===== config.mk =====
export PLATFORM = sky130hd
export DESIGN_NAME = exec_stage
export DESIGN_NICKNAME = d
export VERILOG_FILES = /design/src/source/exec_pkg.sv /design/src/source/exec_stage.sv /design/src/source/exec_writeback.sv /design/src/source/exec_branch.sv /design/src/source/exec_alu.sv /design/src/source/exec_decode.sv
export VERILOG_INCLUDE_DIRS = /design/src /design/src/source
export SDC_FILE = /design/constraint.sdc
export NUM_CORES = 1
export LEC_CHECK = 0
export BUFFER_PORTS_ARGS = -buffer_cell sky130_fd_sc_hd__buf_2
export CAP_MARGIN = 40
export CELL_PAD_IN_SITES_DETAIL_PLACEMENT = 1
export CELL_PAD_IN_SITES_GLOBAL_PLACEMENT = 2
export CORE_MARGIN = 10
export CORE_UTILIZATION = 31
export DETAILED_ROUTE_END_ITERATION = 16
export PLACE_DENSITY_LB_ADDON = 0.1
export SLEW_MARGIN = 10
export SYNTH_ARGS = -nofsm -noshare
export SYNTH_HDL_FRONTEND = slang
export SYNTH_HIERARCHICAL = 1
export SYNTH_SLANG_ARGS = --single-unit

===== constraint.sdc =====
create_clock -name g_clk -period 8.8 [get_ports g_clk]
set_clock_uncertainty 0.05 [all_clocks]
set_input_delay 1.32 -clock g_clk [delete_from_list [all_inputs] [get_ports g_clk]]
set_output_delay 1.32 -clock g_clk [all_outputs]
set_load 0.1 [all_outputs]

===== src/source/exec_cfg.svh =====
/*
 * Execute stage configuration
 * Data width, register address width and trap cause codes shared by
 * the execute stage package and its sub-stages.
 */

`ifndef EXEC_CFG_SVH
`define EXEC_CFG_SVH

// ----------------------------------------------------------------------
// Datapath widths
// ----------------------------------------------------------------------

`define EXEC_XLEN             32 // Data and address width
`define EXEC_REG_ADDR_W       5  // GPR address width, 32 registers

// ----------------------------------------------------------------------
// Trap causes
// ----------------------------------------------------------------------

`define EXEC_CAUSE_W          7  // Width of the cause field on the CF bus

// Misaligned fetch target from a taken branch or a jump
`define EXEC_TRAP_FETCH_ALIGN 0

`endif

===== src/source/exec_pkg.sv =====
/*
 * Execute stage types
 * Op encodings and the packed structs that pass between the decode,
 * ALU, control flow and writeback sub-stages.
 */

`include "exec_cfg.svh"

package exec_pkg;

    // ----------------------------------------------------------------------
    // Op encodings
    // ----------------------------------------------------------------------

    typedef enum logic [3:0] {
        ALU_NOP  = 4'd0,
        ALU_ADD  = 4'd1,
        ALU_SUB  = 4'd2,
        ALU_XOR  = 4'd3,
        ALU_OR   = 4'd4,
        ALU_AND  = 4'd5,
        ALU_SLT  = 4'd6,
        ALU_SLTU = 4'd7,
        ALU_SRL  = 4'd8,
        ALU_SLL  = 4'd9,
        ALU_SRA  = 4'd10
    } alu_op_t;

    typedef enum logic [3:0] {
        CFU_NOP  = 4'd0,
        CFU_J    = 4'd1,
        CFU_JAL  = 4'd2,
        CFU_JALR = 4'd3,
        CFU_BEQ  = 4'd4,
        CFU_BNE  = 4'd5,
        CFU_BLT  = 4'd6,
        CFU_BLTU = 4'd7,
        CFU_BGE  = 4'd8,
        CFU_BGEU = 4'd9
    } cfu_op_t;

    // Fixed cause reported on a misaligned target
    localparam logic [`EXEC_CAUSE_W-1:0] CAUSE_FETCH_ALIGN = `EXEC_TRAP_FETCH_ALIGN;

    // ----------------------------------------------------------------------
    // Stage structs
    // ----------------------------------------------------------------------

    typedef struct packed {
        logic [`EXEC_XLEN-1:0]       pc;     // Execute stage PC
        logic [`EXEC_XLEN-1:0]       opr_a;  // Operand a
        logic [`EXEC_XLEN-1:0]       opr_b;  // Operand b
        logic [`EXEC_XLEN-1:0]       opr_c;  // Branch offset or link value
        logic [`EXEC_REG_ADDR_W-1:0] rd;     // Destination register
        alu_op_t                     alu_op;
        cfu_op_t                     cfu_op;
    } exec_req_t;

    typedef struct packed {
        logic op_add;
        logic op_sub;
        logic op_xor;
        logic op_or;
        logic op_and;
        logic op_slt;
        logic op_sltu;
        logic op_srl;
        logic op_sll;
        logic op_sra;
    } alu_sel_t;

    typedef struct packed {
        alu_sel_t alu;     // One-hot ALU result select
        logic     is_jump; // J, JAL or JALR
        logic     is_jalr;
        logic     is_cond; // Any conditional branch
        logic     br_beq;
        logic     br_bne;
        logic     br_blt;
        logic     br_bltu;
        logic     br_bge;
        logic     br_bgeu;
        logic     link;    // Write pc+4 held in opr_c
        logic     alu_wen; // Write the ALU result
    } exec_ctl_t;

    typedef struct packed {
        logic [`EXEC_XLEN-1:0] add_out; // Always opr_a + opr_b
        logic [`EXEC_XLEN-1:0] result;
        logic                  cmp_eq;
        logic                  cmp_lt;
        logic                  cmp_ltu;
    } alu_res_t;

    typedef struct packed {
        logic [`EXEC_XLEN-1:0]    target;
        logic [`EXEC_CAUSE_W-1:0] cause;
    } cf_bus_t;

endpackage


===== src/source/exec_stage.sv =====
/*
 * Execute stage top level
 * Chains decode, ALU, control flow and writeback within one cycle.
 */

`include "exec_cfg.svh"

module exec_stage
    import exec_pkg::*;
(
    input  logic                        g_clk,
    input  logic                        g_resetn,
    input  logic                        s2_valid,    // Decode instr ready for execute
    input  logic                        s2_full,     // Instr present in stage regs
    input  exec_req_t                   s2_req,      // Operands, rd and ops
    input  logic [`EXEC_XLEN-1:0]       mtvec_base,
    input  logic                        s2_cf_ack,
    output logic                        s2_ready,
    output logic                        s2_cf_valid,
    output cf_bus_t                     s2_cf,
    output logic                        s2_rd_wen,
    output logic [`EXEC_REG_ADDR_W-1:0] s2_rd_addr,
    output logic [`EXEC_XLEN-1:0]       s2_rd_wdata,
    output logic                        trap_cpu,
    output logic                        instr_ret
);

    exec_ctl_t ctl;       // Decode to the rest
    alu_res_t  alu_res;   // ALU to branch and writeback
    logic      new_instr; // Branch to writeback

    // ----------------------------------------------------------------------
    // Sub-stage chain
    // ----------------------------------------------------------------------

    exec_decode exec_decode_inst (
        .alu_op (s2_req.alu_op),
        .cfu_op (s2_req.cfu_op),
        .ctl    (ctl)
    );

    exec_alu exec_alu_inst (
        .opr_a (s2_req.opr_a),
        .opr_b (s2_req.opr_b),
        .ctl   (ctl),
        .res   (alu_res)
    );

    exec_branch exec_branch_inst (
        .g_clk       (g_clk),
        .g_resetn    (g_resetn),
        .s2_valid    (s2_valid),
        .s2_full     (s2_full),
        .pc          (s2_req.pc),
        .opr_c       (s2_req.opr_c),
        .ctl         (ctl),
        .alu         (alu_res),
        .mtvec_base  (mtvec_base),
        .s2_cf_ack   (s2_cf_ack),
        .s2_cf_valid (s2_cf_valid),
        .s2_cf       (s2_cf),
        .s2_ready    (s2_ready),
        .new_instr   (new_instr),
        .trap_cpu    (trap_cpu),
        .instr_ret   (instr_ret)
    );

    exec_writeback exec_writeback_inst (
        .g_clk       (g_clk),
        .g_resetn    (g_resetn),
        .s2_valid    (s2_valid),
        .new_instr   (new_instr),
        .ctl         (ctl),
        .alu_result  (alu_res.result),
        .opr_c       (s2_req.opr_c),     // Link value for JAL/JALR
        .rd          (s2_req.rd),
        .s2_rd_wen   (s2_rd_wen),
        .s2_rd_addr  (s2_rd_addr),
        .s2_rd_wdata (s2_rd_wdata)
    );

endmodule


===== src/source/exec_writeback.sv =====
/*
 * Execute stage writeback
 * Selects the GPR write data and limits the write to once per instr.
 */

`include "exec_cfg.svh"

module exec_writeback
    import exec_pkg::*;
(
    input  logic                        g_clk,
    input  logic                        g_resetn,
    input  logic                        s2_valid,    // Instr valid in stage
    input  logic                        new_instr,   // Stage takes a new instr
    input  exec_ctl_t                   ctl,
    input  logic [`EXEC_XLEN-1:0]       alu_result,
    input  logic [`EXEC_XLEN-1:0]       opr_c,       // Link value
    input  logic [`EXEC_REG_ADDR_W-1:0] rd,
    output logic                        s2_rd_wen,   // GPR write enable
    output logic [`EXEC_REG_ADDR_W-1:0] s2_rd_addr,  // GPR write address
    output logic [`EXEC_XLEN-1:0]       s2_rd_wdata  // GPR write data
);

    localparam int XLEN = `EXEC_XLEN;

    logic rd_done;
    logic src_active;

    // ----------------------------------------------------------------------
    // Write data select
    // ----------------------------------------------------------------------

    assign src_active = ctl.link || ctl.alu_wen; // Link and ALU never both

    assign s2_rd_wdata = ({XLEN{ctl.link   }} & opr_c     ) |
                         ({XLEN{ctl.alu_wen}} & alu_result);

    assign s2_rd_addr  = rd;

    // ----------------------------------------------------------------------
    // Once per instr
    // ----------------------------------------------------------------------

    assign s2_rd_wen = s2_valid && src_active && !rd_done;

    // Blocks repeat writes while the instr is held
    always_ff @(posedge g_clk) begin
        if (!g_resetn) begin
            rd_done <= 1'b0;
        end else if (new_instr) begin
            rd_done <= 1'b0;
        end else if (s2_rd_wen) begin
            rd_done <= 1'b1;                     // Write done, hold off
        end
    end

endmodule


===== src/source/exec_branch.sv =====
/*
 * Execute stage control flow
 * Resolves branches and jumps, drives the control flow bus, flags
 * misaligned targets and decides when the stage can take a new instr.
 */

`include "exec_cfg.svh"

module exec_branch
    import exec_pkg::*;
(
    input  logic                  g_clk,
    input  logic                  g_resetn,
    input  logic                  s2_valid,    // Decode has an instr for us
    input  logic                  s2_full,     // Instr present in the stage
    input  logic [`EXEC_XLEN-1:0] pc,          // Execute stage PC
    input  logic [`EXEC_XLEN-1:0] opr_c,       // Branch offset
    input  exec_ctl_t             ctl,
    input  alu_res_t              alu,
    input  logic [`EXEC_XLEN-1:0] mtvec_base,  // Trap vector base
    input  logic                  s2_cf_ack,   // CF change accepted
    output logic                  s2_cf_valid, // CF change request level
    output cf_bus_t               s2_cf,
    output logic                  s2_ready,    // Can accept a new instr
    output logic                  new_instr,
    output logic                  trap_cpu,
    output logic                  instr_ret    // Instr retired
);

    localparam int XLEN = `EXEC_XLEN;

    logic            cf_change;
    logic            cf_done;
    logic            cfu_nop;
    logic            cond_taken;
    logic            not_taken;
    logic [XLEN-1:0] bcmp_target;
    logic [XLEN-1:0] jump_target;
    logic            bad_target;

    // ----------------------------------------------------------------------
    // Events
    // ----------------------------------------------------------------------

    assign new_instr = s2_valid && s2_ready;
    assign cf_change = s2_cf_valid && s2_cf_ack;

    // ----------------------------------------------------------------------
    // Branch resolve and targets
    // ----------------------------------------------------------------------

    assign cfu_nop    = !ctl.is_jump && !ctl.is_cond;

    assign cond_taken = (ctl.br_beq  &&  alu.cmp_eq ) ||
                        (ctl.br_bne  && !alu.cmp_eq ) ||
                        (ctl.br_blt  &&  alu.cmp_lt ) ||
                        (ctl.br_bltu &&  alu.cmp_ltu) ||
                        (ctl.br_bge  && !alu.cmp_lt ) ||
                        (ctl.br_bgeu && !alu.cmp_ltu);

    assign not_taken   = ctl.is_cond && !cond_taken;

    assign bcmp_target = pc + opr_c;                                     // Branch
    // JALR clears bit 0
    assign jump_target = {alu.add_out[XLEN-1:1], alu.add_out[0] && !ctl.is_jalr};

    // Misaligned target is the only exception left
    assign bad_target = (cond_taken && bcmp_target[0]) ||
                        (ctl.is_jump && !ctl.is_jalr && jump_target[0]);

    // ----------------------------------------------------------------------
    // Control flow bus
    // ----------------------------------------------------------------------

    // Stops a second CF change to the same target
    always_ff @(posedge g_clk) begin
        if (!g_resetn) begin
            cf_done <= 1'b0;
        end else if (new_instr) begin
            cf_done <= 1'b0;                    // Next instr starts clean
        end else if (cf_change) begin
            cf_done <= 1'b1;
        end
    end

    assign s2_cf_valid = (cond_taken || ctl.is_jump) && !cf_done; // Traps ride on these

    assign s2_cf.target = bad_target  ? mtvec_base  :
                          ctl.is_cond ? bcmp_target :
                                        jump_target;
    assign s2_cf.cause  = CAUSE_FETCH_ALIGN;    // Only cause in use

    // ----------------------------------------------------------------------
    // Stage ready and status
    // ----------------------------------------------------------------------

    assign s2_ready  = cfu_nop || not_taken || cf_done; // No CF change left to make

    assign trap_cpu  = bad_target;
    assign instr_ret = ((new_instr && s2_full) || cf_change) && !bad_target;

endmodule


===== src/source/exec_alu.sv =====
/*
 * Execute stage integer ALU
 * Add, subtract, logic ops, set-less-than and shifts, plus the adder
 * output and compare flags used for branches and jump targets.
 */

`include "exec_cfg.svh"

module exec_alu
    import exec_pkg::*;
(
    input  logic [`EXEC_XLEN-1:0] opr_a, // Operand a
    input  logic [`EXEC_XLEN-1:0] opr_b, // Operand b
    input  exec_ctl_t             ctl,   // Uses the one-hot ALU selects
    output alu_res_t              res    // Result, sum and flags
);

    localparam int XLEN = `EXEC_XLEN;

    logic [XLEN-1:0] sum;
    logic [XLEN-1:0] diff;
    logic [4:0]      shamt;
    logic [XLEN-1:0] shr_l;
    logic [XLEN-1:0] shr_a;
    logic [XLEN-1:0] shl;
    logic            lt_s;
    logic            lt_u;

    // ----------------------------------------------------------------------
    // Arithmetic and compare
    // ----------------------------------------------------------------------

    assign sum   = opr_a + opr_b; // Also the jump target adder
    assign diff  = opr_a - opr_b;

    assign lt_s  = $signed(opr_a) < $signed(opr_b);
    assign lt_u  = opr_a < opr_b;

    // ----------------------------------------------------------------------
    // Shifter
    // ----------------------------------------------------------------------

    assign shamt = opr_b[4:0];                      // Low five bits only
    assign shr_l = opr_a >> shamt;
    assign shr_a = $unsigned($signed(opr_a) >>> shamt); // Sign fill
    assign shl   = opr_a << shamt;

    // ----------------------------------------------------------------------
    // Result select
    // ----------------------------------------------------------------------

    // Selects are one-hot, so an AND-OR mux is enough
    assign res.result =
        ({XLEN{ctl.alu.op_add }} & sum                    ) |
        ({XLEN{ctl.alu.op_sub }} & diff                   ) |
        ({XLEN{ctl.alu.op_xor }} & (opr_a ^ opr_b)        ) |
        ({XLEN{ctl.alu.op_or  }} & (opr_a | opr_b)        ) |
        ({XLEN{ctl.alu.op_and }} & (opr_a & opr_b)        ) |
        ({XLEN{ctl.alu.op_slt }} & {{(XLEN-1){1'b0}}, lt_s}) |
        ({XLEN{ctl.alu.op_sltu}} & {{(XLEN-1){1'b0}}, lt_u}) |
        ({XLEN{ctl.alu.op_srl }} & shr_l                  ) |
        ({XLEN{ctl.alu.op_sll }} & shl                    ) |
        ({XLEN{ctl.alu.op_sra }} & shr_a                  );

    // Always valid whatever the op
    assign res.add_out = sum;
    assign res.cmp_eq  = (opr_a == opr_b);
    assign res.cmp_lt  = lt_s;
    assign res.cmp_ltu = lt_u;

endmodule


===== src/source/exec_decode.sv =====
/*
 * Execute stage decode
 * Expands the ALU and control flow op codes into one-hot selects,
 * control flow class bits and the writeback source.
 */

module exec_decode
    import exec_pkg::*;
(
    input  alu_op_t   alu_op, // ALU operation
    input  cfu_op_t   cfu_op, // Control flow operation
    output exec_ctl_t ctl     // Expanded control word
);

    logic alu_nop;
    logic cfu_nop;

    assign alu_nop = (alu_op == ALU_NOP);
    assign cfu_nop = (cfu_op == CFU_NOP);

    // ----------------------------------------------------------------------
    // ALU selects
    // ----------------------------------------------------------------------

    assign ctl.alu.op_add  = (alu_op == ALU_ADD);
    assign ctl.alu.op_sub  = (alu_op == ALU_SUB);
    assign ctl.alu.op_xor  = (alu_op == ALU_XOR);
    assign ctl.alu.op_or   = (alu_op == ALU_OR);
    assign ctl.alu.op_and  = (alu_op == ALU_AND);
    assign ctl.alu.op_slt  = (alu_op == ALU_SLT);
    assign ctl.alu.op_sltu = (alu_op == ALU_SLTU);
    assign ctl.alu.op_srl  = (alu_op == ALU_SRL);
    assign ctl.alu.op_sll  = (alu_op == ALU_SLL);
    assign ctl.alu.op_sra  = (alu_op == ALU_SRA);

    // ----------------------------------------------------------------------
    // Control flow class
    // ----------------------------------------------------------------------

    assign ctl.br_beq  = (cfu_op == CFU_BEQ);
    assign ctl.br_bne  = (cfu_op == CFU_BNE);
    assign ctl.br_blt  = (cfu_op == CFU_BLT);
    assign ctl.br_bltu = (cfu_op == CFU_BLTU);
    assign ctl.br_bge  = (cfu_op == CFU_BGE);
    assign ctl.br_bgeu = (cfu_op == CFU_BGEU);

    assign ctl.is_jalr = (cfu_op == CFU_JALR);
    assign ctl.is_jump = (cfu_op == CFU_J) || (cfu_op == CFU_JAL) || ctl.is_jalr; // Unconditional
    assign ctl.is_cond = ctl.br_beq || ctl.br_bne  || ctl.br_blt ||
                         ctl.br_bltu || ctl.br_bge || ctl.br_bgeu;

    // Writeback source
    assign ctl.link    = (cfu_op == CFU_JAL) || ctl.is_jalr; // Link reg
    assign ctl.alu_wen = !alu_nop && cfu_nop;                 // Plain ALU op only

endmodule


==> Yosys cells after proc, flatten, opt, wreduce, memory -nomap -nowiden <==
Cells that the tools add are included.
{ "word_totals": {"inputBits": 178, "regBits": 2, "elab_cells": 111, "output_inout_bits": 81} }
{ "op_classes": {"reduce_logical": 53, "shifts": 3, "n_eq_ne": 20, "n_mux": 2, "addsub": 3, "n_lt_le_gt_ge": 2, "n_bitwise": 26} }
{ "op_table": {"columns": ["op", "count"], "rows": [
  ["$and A32 B32 Y32", 11],
  ["$or A32 B32 Y32", 11],
  ["$add A32 B32 Y32", 2],
  ["$and A32 B1 Y32", 2],
  ["$lt A32 B32 Y1", 2],
  ["$mux W32", 2],
  ["$eq A32 B32 Y1", 1],
  ["$eq A4 B3 Y1 const B", 8],
  ["$shl A32 B5 Y32", 1],
  ["$shr A32 B5 Y32", 1],
  ["$sshr A32 B5 Y32", 1],
  ["$sub A32 B32 Y32", 1],
  ["$xor A32 B32 Y32", 1],
  ["$eq A4 B4 Y1 const B", 5],
  ["$logic_and A1 B1 Y1", 20],
  ["$logic_or A1 B1 Y1", 19],
  ["$eq A4 B2 Y1 const B", 4],
  ["$logic_not A1 Y1", 11],
  ["$eq A4 B1 Y1 const B", 2],
  ["$logic_not A4 Y1", 2],
  ["$reduce_or A2 Y1", 1],
  ["$not A1 Y1", 1]
]} }

==> Logic depth before layout (Yosys ltp) <==
{ "logic_depth": {"word_depth": 16, "depth_mapped": 23, "depth_no_buf": 19} }

==> Hierarchy <==
Netlist, hierarchy kept.
{ "by_module_without_submodules": {"columns": ["module", "seq_area_each_um2", "area_each_um2", "n_inst", "cells_per_inst"], "rows": [
  ["exec_alu", 0.0, 9028.7, 1, 1341],
  ["exec_branch", 20.0, 2451.1, 1, 371],
  ["exec_writeback", 20.0, 447.9, 1, 51],
  ["exec_decode", 0.0, 200.2, 1, 32]
]} }

==> Least setup slack after synthesis <==
Ideal clock, no wire load.
{ "synth_timing": {"path_type": "input to output", "start": "input s2_req[47] (netlist bit)", "end": "output s2_cf[38] (netlist bit)", "path_slack_ns": -0.455, "t_arrival_ns": 7.885, "n_path_buf": 6, "required_time_ns": 7.430, "cell_stages": 22, "cell_sequence": "inv_1 buf_2 buf_1 clkbuf_1 ha_1 buf_4 nor2_1 a221o_1 a211o_1 a221oi_4 o21ai_4 a21oi_4 o31ai_2 a32o_1 o21ai_1 buf_4 mux2i_1 nand3_1 a22oi_1 clkinv_1 clkbuf_1 o31ai_1"} }
{ "synth_rtl": {"columns": ["element", "line_no", "rtl"], "rows": [
  ["start: declaration", "exec_stage.sv:15", "input exec_req_t s2_req,"],
  ["end: declaration", "exec_stage.sv:20", "output cf_bus_t s2_cf,"]
]} }

==> results.md <==
* Ys Warns at 6
* DRT Pass-1 Iters at 5
* Final Setup Violations at 0
* Worst setup EP type: primary output
* CP Buf/Inv Count at 6
* Worst skew pair latency at 0.22 ns
* Critical register-to-register path startpoint: exec_branch_inst/cf_done
* Leak at 0.00630 µW
* H-tree levels at 1
* Fillers at 4996
* Overall Global Routing Usage at 0.261
* Relative slew margins at 0.390
* Nets at 2247
* Post-Synth Adder-Cell Area at 0.138
* Die Ht at 218 µm
* CTS resizes at 0
* Ys flop type: dfxtp_1
* GR Overflow Total at 0
* Antenna violations before repair at 0
* Die width at 218 µm
* Routed wire per std cell at 26.7 µm
* Clk sinks at 2
* Hold Path Class: reg -> reg
* Drt total wl at 65400 µm
* DR iter-0 viols at 1021
* Worst-path clk slew at 0.03 ns
* Final hold viol count at 0
* CTS tree: built
* Mapped Area at 12100 µm²
* Worst setup SP type: primary input
* Largest net degree at the start of global routing at 71
* Max Freq at 123 MHz
* Critical-path maximum fanout at 34
* Critical Path Stages at 20
* Crit path from: s2_req[46]
* Crit path max-delay family: compound AO/OA/AOI/OAI gates
* Post-CTS Setup Inserts at 0
* Core area at 38600 µm²
* Worst path slowest cell: fa_1
* Final cell count without fillers at 2454
* First-pass GRT wire length at 96600 µm
* Synth Area per Inst at 6.76 µm²
* Post-synthesis xor/xnor area fraction at 0.0477
* Synth Area in Compound Gates at 0.372
* Worst Path Arrival at 6.79 ns
* Vias per cell at 5.91
* Gp weighted congestion at 0.928
* Util after Layout at 0.360
* Root Driver: clkbuf_16
* Ports at 259
* Port Buffers at 241
* Post-synthesis simple-gate area fraction at 0.209
* R2R Path End: exec_writeback_inst/rd_done
* Final ANT Viol Nets at 0
* Final period util at 0.927
* Synth Register Bits at 2
* Critical path class: in -> out
* Fin. max-slew vios at 0
* Outcome: finished clean
* Slew @ Worst Pin at 0.905 ns
* Post-route minimum period at 8.16 ns
* CP Data Required Time at 7.43 ns
* Max incr delay on CP at 0.49 ns
* Drt drc at 0
* Inst Count DP at 2449
* Detailed Place HPWL at 53800 µm
* Pwr dens at 111 nW/µm²
* CTS hold repair buffers at 0
* Dominant combinational cell family by area after synthesis: compound AO/OA/AOI/OAI gates
* Vias in the first global route at 14800
* Most common cell on crit path: buf_4
* Post-synth EDFFs at 0
* Largest buffer count on any clock path at 2
* Distinct cells, synth at 97
* Fraction of layout cells with a size suffix above 1 at 0.198
* Post-synthesis mux area share at 0.129
* Async SR Flop Fraction at 0
* Multi-input logic area at 10900 µm²
* Syn Inst Count at 1795
* RSZ-0062 raised after global routing: false
* Placement Rows at 72
* Worst R2R Path Depth at 4
* Total Die Area at 47400 µm²
* Total number of vias at 14500
* Starting Density at 0.314
* Reg area at 40.0 µm²
* Peak supply drop at 0.0000593 V
* Power, Total at 1540 µW
* Register area share after synthesis at 0.00330
* CP cell instances: buf_4 > inv_1 > fa_1 > a221o_1 > a211o_1 > a221oi_4 > o21ai_4 > a21oi_4 > o31ai_2 > a32o_1 > o21ai_1 > mux2i_1 > nand3_1 > a22oi_1 > buf_4 > clkinv_1 > buf_4 > a211o_1 > o21a_1 > buf_2
* Flop2flop setup slack at 7.49 ns
* CP endpoint: s2_cf[23]
* Max-cap violations at 0
* Area Overhead vs Synth at 14.8%
* CTS Buf Count at 3
registers in the layout (all words and copies together) (netlist names):
register / cells
exec_branch_inst/cf_done: 1
exec_writeback_inst/rd_done: 1
cell type report:
cell class / count / area share
multi-input combinational: 1544 / 0.785
timing repair buffer: 273 / 0.130
tap: 518 / 0.0465
inverter: 113 / 0.0305
clock buffer: 3 / 0.00539
sequential: 2 / 0.00288
antenna: 1 / 0.000180
per-stage QoR:
step                      cell area [µm²]  hold slack (ns)  setup slack (ns)  setup TNS [ns]
after global placement              13800            0.381             0.822               0
after CTS                           13900            0.418             0.660               0
after global routing                13900            0.427             0.218               0
after detailed placement            13800            0.398             0.668               0
final                               13900            0.413             0.644               0
after floorplan                     12200            0.372            -0.279           -4.72
Yosys cell counts (11+ instances only):
master / number / share of area
a21o_1: 44 / 0.027
nor4_1: 12 / 0.0062
xnor2_1: 48 / 0.035
a31oi_1: 17 / 0.0088
ha_1: 129 / 0.13
nand4_1: 14 / 0.0072
clkbuf_1: 69 / 0.021
nor2b_1: 11 / 0.0057
mux2i_1: 73 / 0.060
a22o_1: 36 / 0.026
nand2_1: 188 / 0.058
a21oi_1: 169 / 0.070
a221oi_1: 14 / 0.010
o211ai_1: 24 / 0.015
and3_1: 14 / 0.0072
o31ai_1: 19 / 0.012
nand2b_1: 16 / 0.0083
buf_4: 26 / 0.016
a211oi_1: 20 / 0.012
buf_1: 15 / 0.0046
nor3_1: 38 / 0.016
o21bai_1: 18 / 0.011
mux4_2: 24 / 0.045
mux2_2: 26 / 0.024
buf_2: 17 / 0.0070
o21ai_0: 142 / 0.059
xor2_1: 18 / 0.013
nand3_1: 31 / 0.013
a211o_1: 15 / 0.011
nor2_1: 193 / 0.060
inv_1: 109 / 0.034
power breakdown:
group	total, µW	internal, µW	switching (µW)
clock	68.1	57.8	10.3
sequential	9.87	9.58	0.289
combinational	1460	455	1010
total	1540	523	1020
worst min-delay path by stage:
stage | start | endpoint | slack [ns] | cells after the start
finish | exec_writeback_inst/rd_done | exec_writeback_inst/rd_done | 0.41 | 2
global route | exec_writeback_inst/rd_done | exec_writeback_inst/rd_done | 0.43 | 2
CTS | exec_writeback_inst/rd_done | exec_writeback_inst/rd_done | 0.42 | 2
detailed placement | exec_writeback_inst/rd_done | exec_writeback_inst/rd_done | 0.40 | 2
global placement | exec_writeback_inst/rd_done | exec_writeback_inst/rd_done | 0.38 | 2
floorplan | exec_writeback_inst/rd_done | exec_writeback_inst/rd_done | 0.37 | 2
cell usage in the layout, fill, tap and decap left out, drive strengths merged, types with 39 or more instances in the layout:
master and count:
ha 129, a21oi 171, a21o 44, nor2 193
mux2i 73, nand2 188, o21ai 152, inv 111
buf 273, nor3 39, xnor2 48
logic make-up (layout without fill, tap and decap cells):
group                    count (synthesis)  after routing
multiplexers                           123            123
adder cells (fa/ha/maj)                132            132
flip-flops                               2              2
AO/OA/AOI/OAI                          656            656
XOR/XNOR                                66             66
other                                    1              8
AND/OR/NAND/NOR                        560            560
buffers and inverters                  255            389
metal layers:
layer	up-vias	GRT usage	share of wire
met5	-	0	0
met3	38	0.0241	0.056
met2	436	0.429	0.46
met4	0	0.0396	0.015
li1	6847	-	-
met1	7177	0.367	0.47
worst reg2reg max path: stages (launching register included):
cell	delay (ns)
dfxtp_1	0.31
or3_1	0.40
and2_1	0.20
nand2b_1	0.16
a21oi_1	0.11
(Power assumes the default switching activity.)
